### config.mk
export PLATFORM = sky130hd
export DESIGN_NAME = video_ycbcr_out
export DESIGN_NICKNAME = d
export VERILOG_FILES = /design/src/design/video_pkg.sv /design/src/design/rgb_to_ycbcr.sv /design/src/design/sync_delay_line.sv /design/src/design/video_ycbcr_out.sv /design/src/design/ycbcr422_packer.sv
export SDC_FILE = /design/constraint.sdc
export NUM_CORES = 1
export LEC_CHECK = 0
export BUFFER_PORTS_ARGS = -buffer_cell sky130_fd_sc_hd__buf_2
export CELL_PAD_IN_SITES_DETAIL_PLACEMENT = 1
export CELL_PAD_IN_SITES_GLOBAL_PLACEMENT = 1
export CORE_ASPECT_RATIO = 0.6
export CORE_UTILIZATION = 30
export DETAILED_ROUTE_END_ITERATION = 10
export PLACE_DENSITY = 0.51
export SYNTH_ARGS = -nofsm -noshare
export SYNTH_HDL_FRONTEND = slang
export SYNTH_SLANG_ARGS = --single-unit
### constraint.sdc
create_clock -name video_clk_148 -period 11.2 [get_ports video_clk_148]
set_clock_uncertainty 0.15 [all_clocks]
set_input_delay 0.56 -clock video_clk_148 [delete_from_list [all_inputs] [get_ports video_clk_148]]
set_output_delay 0.56 -clock video_clk_148 [all_outputs]
set_load 0.01 [all_outputs]
### src/design/video_pkg.sv
`default_nettype none
/*
  Shared types and constants of the video output path.
  Colour components are unsigned 8-bit and full range.
  Coefficients are BT.601 weights in units of 1/256.
  Latencies are clock cycles of video_clk_148.
*/
package video_pkg;

  ////////////////////////////////////////////////////////////
  // Widths
  ////////////////////////////////////////////////////////////
  localparam int COLOR_DEPTH = 8;
  localparam int COMP_MAX    = (1 << COLOR_DEPTH) - 1;
  // Signed product of a zero-extended component and a 9-bit weight
  localparam int PROD_WIDTH  = 18;
  // Sum of three products with headroom
  localparam int SUM_WIDTH   = 20;
  localparam int COEF_SHIFT  = 8;

  ////////////////////////////////////////////////////////////
  // Conversion weights
  ////////////////////////////////////////////////////////////
  localparam int COEF_YR  = 77;
  localparam int COEF_YG  = 150;
  localparam int COEF_YB  = 29;
  localparam int COEF_CBR = -43;
  localparam int COEF_CBG = -85;
  localparam int COEF_CBB = 128;
  localparam int COEF_CRR = 128;
  localparam int COEF_CRG = -107;
  localparam int COEF_CRB = -21;

  localparam int CHROMA_OFFSET = 128;

  // Converter stages, then one more for the packer
  localparam int CONV_LATENCY = 3;
  localparam int OUT_LATENCY  = 4;

  ////////////////////////////////////////////////////////////
  // Pixel and timing bundles
  ////////////////////////////////////////////////////////////
  typedef struct packed {
    logic [COLOR_DEPTH-1:0] r;
    logic [COLOR_DEPTH-1:0] g;
    logic [COLOR_DEPTH-1:0] b;
  } rgb_pixel_t;

  typedef struct packed {
    logic [COLOR_DEPTH-1:0] y;
    logic [COLOR_DEPTH-1:0] cb;
    logic [COLOR_DEPTH-1:0] cr;
  } ycbcr_pixel_t;

  typedef struct packed {
    logic de;
    logic hs;
    logic vs;
  } video_sync_t;

  // Chroma sits in the high byte of the HDMI bus
  typedef struct packed {
    logic [COLOR_DEPTH-1:0] chroma;
    logic [COLOR_DEPTH-1:0] luma;
  } hdmi_word_t;

endpackage
`default_nettype wire

### src/design/rgb_to_ycbcr.sv
`timescale 1ns/10ps
`default_nettype none
/*
  RGB to YCbCr, three register stages, one pixel per clock.
  Results are floored by the arithmetic shift and clamped to 0..255.
  Pixels pass through whatever the state of de; blanking is masked later.
*/
module rgb_to_ycbcr (
  input  logic                    video_clk_148,
  input  logic                    video_reset_148,
  input  video_pkg::rgb_pixel_t   i_rgb,
  output video_pkg::ycbcr_pixel_t o_ycbcr
);
  import video_pkg::*;

  // Rows are Y, Cb, Cr and columns are R, G, B
  localparam int COEF [3][3] = '{
    '{COEF_YR,  COEF_YG,  COEF_YB},
    '{COEF_CBR, COEF_CBG, COEF_CBB},
    '{COEF_CRR, COEF_CRG, COEF_CRB}
  };

  logic        [COLOR_DEPTH-1:0] comp [3];
  logic signed [PROD_WIDTH-1:0]  prod [3][3];
  logic signed [SUM_WIDTH-1:0]   sum  [3];

  // Drop the fraction, add the chroma offset, saturate
  function automatic logic [COLOR_DEPTH-1:0] scale_clamp(
    input logic signed [SUM_WIDTH-1:0] s,
    input logic                        add_offset
  );
    logic signed [SUM_WIDTH-1:0] v;
    v = s >>> COEF_SHIFT;
    if (add_offset)
      v = v + SUM_WIDTH'(CHROMA_OFFSET);
    if (v < 0)
      return '0;
    else if (v > COMP_MAX)
      return '1;
    else
      return v[COLOR_DEPTH-1:0];
  endfunction

  assign comp[0] = i_rgb.r;
  assign comp[1] = i_rgb.g;
  assign comp[2] = i_rgb.b;

  always_ff @(posedge video_clk_148)
  begin
    if (video_reset_148)
    begin
      for (int i = 0; i < 3; i++)
      begin
        sum[i] <= '0;
        for (int j = 0; j < 3; j++)
          prod[i][j] <= '0;
      end
      o_ycbcr <= '0;
    end
    else
    begin
      // Stage 1, nine products
      for (int i = 0; i < 3; i++)
        for (int j = 0; j < 3; j++)
          prod[i][j] <= PROD_WIDTH'($signed({1'b0, comp[j]}) * COEF[i][j]);

      // Stage 2, row sums
      for (int i = 0; i < 3; i++)
        sum[i] <= SUM_WIDTH'(prod[i][0]) + SUM_WIDTH'(prod[i][1])
                  + SUM_WIDTH'(prod[i][2]);

      // Stage 3
      o_ycbcr.y  <= scale_clamp(sum[0], 1'b0);
      o_ycbcr.cb <= scale_clamp(sum[1], 1'b1);
      o_ycbcr.cr <= scale_clamp(sum[2], 1'b1);
    end
  end

  a_no_unknown_out: assert property (
    @(posedge video_clk_148) disable iff (video_reset_148)
    !$isunknown(o_ycbcr)
  );

endmodule
`default_nettype wire

### src/design/sync_delay_line.sv
`timescale 1ns/10ps
`default_nettype none
/*
  Delays de, hsync and vsync by DEPTH clocks (DEPTH >= 1).
  All entries clear on reset, so the flags read 0 until refilled.
*/
module sync_delay_line #(
  parameter int DEPTH = 3
) (
  input  logic                   video_clk_148,
  input  logic                   video_reset_148,
  input  video_pkg::video_sync_t i_sync,
  output video_pkg::video_sync_t o_sync
);
  import video_pkg::*;

  video_sync_t sync_sr [DEPTH];

  always_ff @(posedge video_clk_148)
  begin
    if (video_reset_148)
    begin
      for (int i = 0; i < DEPTH; i++)
        sync_sr[i] <= '0;
    end
    else
    begin
      sync_sr[0] <= i_sync;
      for (int i = 1; i < DEPTH; i++)
        sync_sr[i] <= sync_sr[i-1];
    end
  end

  assign o_sync = sync_sr[DEPTH-1];

  // Flags come out exactly DEPTH cycles after they went in
  a_sync_delay: assert property (
    @(posedge video_clk_148) disable iff (video_reset_148)
    !$past(video_reset_148, DEPTH) |-> o_sync == $past(i_sync, DEPTH)
  );

endmodule
`default_nettype wire

### src/design/video_ycbcr_out.sv
`timescale 1ns/10ps
`default_nettype none
/*
  RGB video in, 16-bit YCbCr 4:2:2 HDMI bus out.
  Free-running stream, one pixel per clock and no back-pressure.
  Outputs lag the inputs by OUT_LATENCY clocks, sync aligned to data.
  video_reset_148 must already be synchronous to video_clk_148.
*/
module video_ycbcr_out (
  input  logic                   video_clk_148,
  input  logic                   video_reset_148,
  input  video_pkg::rgb_pixel_t  i_rgb,
  input  video_pkg::video_sync_t i_sync,
  output logic                   o_hdmi_de,
  output logic                   o_hdmi_hsync,
  output logic                   o_hdmi_vsync,
  output logic [15:0]            o_hdmi_txd
);
  import video_pkg::*;

  ycbcr_pixel_t ycbcr;
  video_sync_t  sync_dly;
  video_sync_t  sync_out;
  hdmi_word_t   word_out;

  ////////////////////////////////////////////////////////////
  // Converter with the sync flags delayed to match it
  ////////////////////////////////////////////////////////////
  rgb_to_ycbcr u_rgb_to_ycbcr (
    .video_clk_148   (video_clk_148),
    .video_reset_148 (video_reset_148),
    .i_rgb           (i_rgb),
    .o_ycbcr         (ycbcr)
  );

  sync_delay_line #(
    .DEPTH (CONV_LATENCY)
  ) u_sync_delay_line (
    .video_clk_148   (video_clk_148),
    .video_reset_148 (video_reset_148),
    .i_sync          (i_sync),
    .o_sync          (sync_dly)
  );

  ycbcr422_packer u_ycbcr422_packer (
    .video_clk_148   (video_clk_148),
    .video_reset_148 (video_reset_148),
    .i_ycbcr         (ycbcr),
    .i_sync          (sync_dly),
    .o_sync          (sync_out),
    .o_word          (word_out)
  );

  // HDMI pins
  assign o_hdmi_de    = sync_out.de;
  assign o_hdmi_hsync = sync_out.hs;
  assign o_hdmi_vsync = sync_out.vs;
  assign o_hdmi_txd   = word_out;

endmodule
`default_nettype wire

### src/design/ycbcr422_packer.sv
`timescale 1ns/10ps
`default_nettype none
/*
  4:2:2 packer. Y goes in the low byte, Cb and Cr alternate in the high
  byte, starting with Cb on the first pixel of every de run.
  Chroma is not averaged. Each pixel keeps its own Cb or Cr.
  The word is forced to 0 while de is low.
*/
module ycbcr422_packer (
  input  logic                    video_clk_148,
  input  logic                    video_reset_148,
  input  video_pkg::ycbcr_pixel_t i_ycbcr,
  input  video_pkg::video_sync_t  i_sync,
  output video_pkg::video_sync_t  o_sync,
  output video_pkg::hdmi_word_t   o_word
);
  import video_pkg::*;

  // High selects Cr for the current pixel
  logic       cr_phase;
  hdmi_word_t word_next;

  always_comb
  begin
    word_next = '0;
    if (i_sync.de)
    begin
      word_next.luma   = i_ycbcr.y;
      word_next.chroma = cr_phase ? i_ycbcr.cr : i_ycbcr.cb;
    end
  end

  always_ff @(posedge video_clk_148)
  begin
    if (video_reset_148)
    begin
      cr_phase <= 1'b0;
      o_sync   <= '0;
      o_word   <= '0;
    end
    else
    begin
      // Toggle on active pixels and return to Cb in blanking
      if (i_sync.de)
        cr_phase <= ~cr_phase;
      else
        cr_phase <= 1'b0;
      o_sync <= i_sync;
      o_word <= word_next;
    end
  end

  // First pixel of a run leaves with its Cb in the chroma byte
  a_run_starts_cb: assert property (
    @(posedge video_clk_148) disable iff (video_reset_148)
    $rose(i_sync.de) |=> o_word.chroma == $past(i_ycbcr.cb)
  );

endmodule
`default_nettype wire

# Yosys cells after proc, flatten, opt, wreduce, memory -nomap -nowiden

Memories as Yosys holds them, arrays and structs flattened.
Cells that the tools add are included.

Flip-flop bits (word level): 44
Bits in latches: 0
Bits in writable memories: 231
Memory bits (read-only): 0
Output and inout port bits: 19
Word-level logic and storage cells: 78
Memories kept: 3

$add $sub $neg: 8
Multipliers: 7
Divide/modulo/power cells: 0
Order comparisons: 6
Eq/ne operators: 0
Shift-type cells: 0
Multiplexer cells: 24
Bitwise logic cells: 17
Reductions and logical operators: 4

Memory list:

| name                      | words | width | rd ports | clocked after memory_dff | wr ports | RTL line              | text |
|---|---|---|---|---|---|---|---|
| u_rgb_to_ycbcr.prod       | 3     | 54    | 3        | 0                        | 3        | rgb_to_ycbcr.sv:24    | `logic signed [PROD_WIDTH-1:0] prod [3][3];` |
| u_rgb_to_ycbcr.sum        | 3     | 20    | 3        | 0                        | 3        | rgb_to_ycbcr.sv:25    | `logic signed [SUM_WIDTH-1:0] sum [3];` |
| u_sync_delay_line.sync_sr | 3     | 3     | 3        | 0                        | 3        | sync_delay_line.sv:17 | `video_sync_t sync_sr [DEPTH];` |

Operators by type and width:

| kind                                                         | number |
|---|---|
| two-way mux 18 bit                                           | 9 |
| two-way mux 20 bit                                           | 5 |
| adder 19 x 18 -> 20 bit                                      | 3 |
| adder 18 x 18 -> 19 bit                                      | 3 |
| > comparator 20 x 9 -> 1 bit (second input constant)         | 2 |
| less-than comparator 20 x 1 -> 1 bit (second input constant) | 2 |
| multiplier 9 x 8 -> 17 bit (second input constant)           | 2 |
| two-way mux 8 bit                                            | 4 |
| multiplier 8 x 7 -> 15 bit (second input constant)           | 2 |
| adder 12 x 9 -> 13 bit (second input constant)               | 2 |
| multiplier 9 x 7 -> 16 bit (second input constant)           | 1 |
| multiplier 9 x 6 -> 15 bit (second input constant)           | 1 |
| OR 1 bit                                                     | 15 |
| multiplier 8 x 5 -> 13 bit (second input constant)           | 1 |
| > comparator 12 x 9 -> 1 bit (second input constant)         | 1 |
| less-than comparator 12 x 1 -> 1 bit (second input constant) | 1 |
| two-way mux 3 bit                                            | 3 |
| OR reduction 2 bit                                           | 4 |
| two-way mux 1 bit                                            | 3 |
| inverter 1 bit                                               | 2 |

# Depth between registers and ports, before layout

An unclocked memory read counts as a cell.

Word-level depth: 5
Gate-level depth with buffers: 16
Gate-level depth less buffers: 16

# By module

A second synthesis with hierarchy kept.

Cells, all modules: 1461
Area total of the unflattened synthesis: 14642.8 µm²

By module, submodules not included:

| module          | times used | cells each | area an instance (µm²) | sequential area each (µm²) |
|---|---|---|---|---|
| rgb_to_ycbcr    | 1          | 1389       | 13736.9                | 3383.2 |
| ycbcr422_packer | 1          | 51         | 646.9                  | 400.4 |
| sync_delay_line | 1          | 21         | 259.0                  | 180.2 |

# Worst setup path after synthesis

OpenSTA, ideal clock, no wires.

Kind: input to register
From: input port i_rgb[9] in the netlist's numbering
To: memory u_rgb_to_ycbcr.prod[0][87] in the netlist's numbering
Library setup time: 128 ps
Arrival time: 4036 ps
Required time: 10922 ps
Slack: 6886 ps
Stages: 13
Path buffers: 0
Cell sequence: inv_1 ha_1 fa_1 fa_1 inv_1 fa_1 inv_1 ha_1 or4_4 a2111oi_4 o41a_1 xnor2_1 nor2_1

RTL lines:

| what            | RTL line              | text |
|---|---|---|
| start, declared | video_ycbcr_out.sv:12 | `input video_pkg::rgb_pixel_t i_rgb,` |
| end, declared   | rgb_to_ycbcr.sv:24    |  |

==> impl_metrics.yaml <==
status:
  status: "finished clean"
setup_path:
  arrival_ns: 4.51
  reg2reg_from: "u_rgb_to_ycbcr.prod[0][108]"
  worstPathCellList: "buf_2, inv_1, ha_1, inv_1, ha_1, fa_1, inv_1, fa_1, inv_1, ha_1, o21ai_0, nor2_1, or4_4, a2111oi_4, o41a_1, xnor2_1, nor2_1"
  reg2reg_slack_ns: 7.86
  crit_family: "adder cells"
  critPathMostFrequentCell: "inv_1"
  r2r_end: "u_rgb_to_ycbcr.sum[0][35]"
  critPathKind: "in2reg"
  worst-path-buf-inv: 5
  crit_slowest_cell: "fa_1"
  reg2regPathDepth: 9
  cp.required_ns: 11.36
  crit_path_max_fanout: 6
  crit_path_end_kind: "flip-flop"
  critical_path.startpoint_type: "primary input"
  max_stage_delay_ns: 0.53
logic_synthesis:
  yosys-top-cells-count: "ha_1, dfxtp_1, nor2_1, inv_1, fa_1"
  yosysSeqAreaShare: 0.274
  yosys.area.top_type: "ha_1"
  synth.most_common_cell: "ha_1"
  yosys-top-cells-area: "ha_1, dfxtp_1, fa_1, nor2_1, inv_1"
  synthArstFlopShare: 0
  syn_inst: 1442
  synth_warnings: 0
  ys_types: 56
  synth_nets: 1892
  synth_edf_count: 0
  yosysTopAreaCellShare: 0.280
  synth-seq-cells: 198
  synth.avg_cell_area_um2: 10.0
  netlist_area_um2: 14500
  ys.flop_type: "dfxtp_1"
global_route:
  overflow: 0
  grtUsageTotal: 0.156
  grt_pass1_wl_um: 59200
  grt_max_degree: 95
  grt_pass1_vias: 10600
  antenna_found_initial: 1
finish:
  syn_to_final_growth_pct: 10.4
  layout.nets: 1935
  drive_gt1_frac: 0.0648
place:
  port_buffers: 47
  gp_congestion: 0.788
  dp_slack_ns: 6.38
  hpwl_um: 30300
sta:
  min_period_over_period: 0.388
  layout_setup_ws_ns: 6.85
  hold_viol_final: 0
  min_period_ns: 4.35
  tightest_slew_ns: 0.796
  max_slew_margin: 0.469
  finalSetupViolCount: 0
  timing.fmax_ghz: 0.230
  setup_tns_ns: 0
  rsz0062_at_grt: "false"
  slew_violations: 0
power_and_ir_drop:
  ir_worst_vdd_mv: 0.108
  p_per_area_nw_per_um2: 202
  swShare: 0.408
  seq_power_share: 0.304
  intPower_mw: 1.90
  p_clk_frac: 0.187
  p_leak_nw: 7.86
  p_comb_frac: 0.510
  p_sw_mw: 1.31
cts:
  root_buffer: "clkbuf_16"
  htree_levels: 4
  clkSinkCount: 198
  clockBufferDepth: 2
  cts_resized: 0
  clk_latency_ns: 0.45
  cts_tree: "yes"
  cts_buffers: 17
  clk_pin_slew_ns: 0.08
  postCtsHoldBufs: 0
  post_cts_buffers: 0
floorplan:
  dieArea_um2: 49100
  core_um2: 46900
  initial_core_util: 0.308
  die_h_um: 172
  io_pins: 48
  die_w_um: 285
  num_rows: 61
worst_hold_path:
  hp-class: "in2reg"
  hp-start: "i_sync[0]"
  holdPathEnd: "u_sync_delay_line.sync_sr[0][0]"
  min_delay_path_depth: 2
route:
  drt_iter0_drc: 312
  routed-via-count: 9663
  viasPerCell: 4.54
  drtPass1Iterations: 4
  drc: 0
  totalWireLength_um: 35900
  wl_per_cell_um: 16.9
  ant_nets: 0
job:
  maxCapViolCount: 0
## cell usage in the layout, fill, tap and decap left out, types with 9 or more instances in the layout
cell type	Yosys	routed
ha_1	324	324
dfxtp_1	198	198
nor2_1	169	169
inv_1	165	165
fa_1	97	97
a21oi_1	70	70
buf_2	0	46
nor2b_1	45	45
o21ai_0	40	40
xnor2_1	39	39
xor2_1	36	36
o21a_1	32	32
nand2_1	28	28
nor3_1	24	24
a21o_1	20	20
clkbuf_16	0	17
a211oi_1	13	13
and2_1	9	9
o21bai_1	9	9
mux2i_1	9	9
## flip-flops by register name, indices dropped and copies added, names as in the netlist
name                        cells
u_sync_delay_line.sync_sr       9
u_ycbcr422_packer.cr_phase      1
u_rgb_to_ycbcr.sum             33
u_ycbcr422_packer.o_word       16
u_ycbcr422_packer.o_sync        3
u_rgb_to_ycbcr.o_ycbcr         24
u_rgb_to_ycbcr.prod           112
## power by group through the flow
| stage | sequential [mW] | combinational [mW] | clock [mW] |
|---|---|---|---|
| 3_5_place_dp | 1.00 | 1.65 | 0 |
| 6_report | 0.977 | 1.64 | 0.601 |
| 2_1_floorplan | 0.957 | 1.24 | 0 |
| 4_1_cts | 0.985 | 1.67 | 0.626 |
| 3_3_place_gp | 1.00 | 1.62 | 0 |
| 5_1_grt | 0.999 | 1.90 | 0.655 |
## how the worst max path moves through the flow
stage,slack (ns),depth (start not counted),end,start
floorplan,6.89,13,u_rgb_to_ycbcr.prod[0][87],i_rgb[9]
global placement,6.42,14,u_rgb_to_ycbcr.prod[0][87],i_rgb[9]
detailed placement,6.38,14,u_rgb_to_ycbcr.prod[0][87],i_rgb[9]
CTS,6.87,13,u_rgb_to_ycbcr.prod[0][142],i_rgb[12]
global route,6.58,16,u_rgb_to_ycbcr.prod[0][89],i_rgb[9]
finish,6.85,17,u_rgb_to_ycbcr.prod[0][87],i_rgb[10]
## cell families after synthesis
kind of cell / Yosys count / share of synthesized area
adder cells (fa/ha/maj): 421 / 0.415
AND/OR/NAND/NOR: 315 / 0.101
AO/OA/AOI/OAI: 232 / 0.107
flip-flops: 198 / 0.274
buffers and inverters: 189 / 0.0491
XOR/XNOR: 75 / 0.0454
multiplexers: 12 / 0.00857
## routing by layer
metal	part of all wire	up-vias	GRT usage
met5	0	-	0
met4	0.0050	0	0.0216
met3	0.018	14	0.0226
met2	0.40	52	0.233
met1	0.57	4645	0.240
li1	-	4952	-
## through the flow
stage | cell area, um2 | hold slack [ns] | utilization | total power [mW] | cells
5_1_grt | 16000 | 0.177 | 0.340 | 3.55 | 2127
2_1_floorplan | 14500 | 0.256 | - | 2.20 | 1442
4_1_cts | 16000 | 0.155 | 0.340 | 3.28 | 2127
6_report | 16000 | 0.167 | 0.340 | 3.22 | 2129
3_3_place_gp | 15400 | 0.265 | 0.328 | 2.63 | 2096
3_5_place_dp | 15400 | 0.264 | 0.328 | 2.65 | 2096
## layout make-up
type                       count  area, um2
timing repair buffer          48        249
sequential                   198       3960
multi-input combinational   1055       9780
clock buffer                  20        447
fill                        5332      31000
inverter                     165        619
tap                          630        788
clock inverter                11        111
antenna                        2       5.00
(Power assumes the default switching activity.)
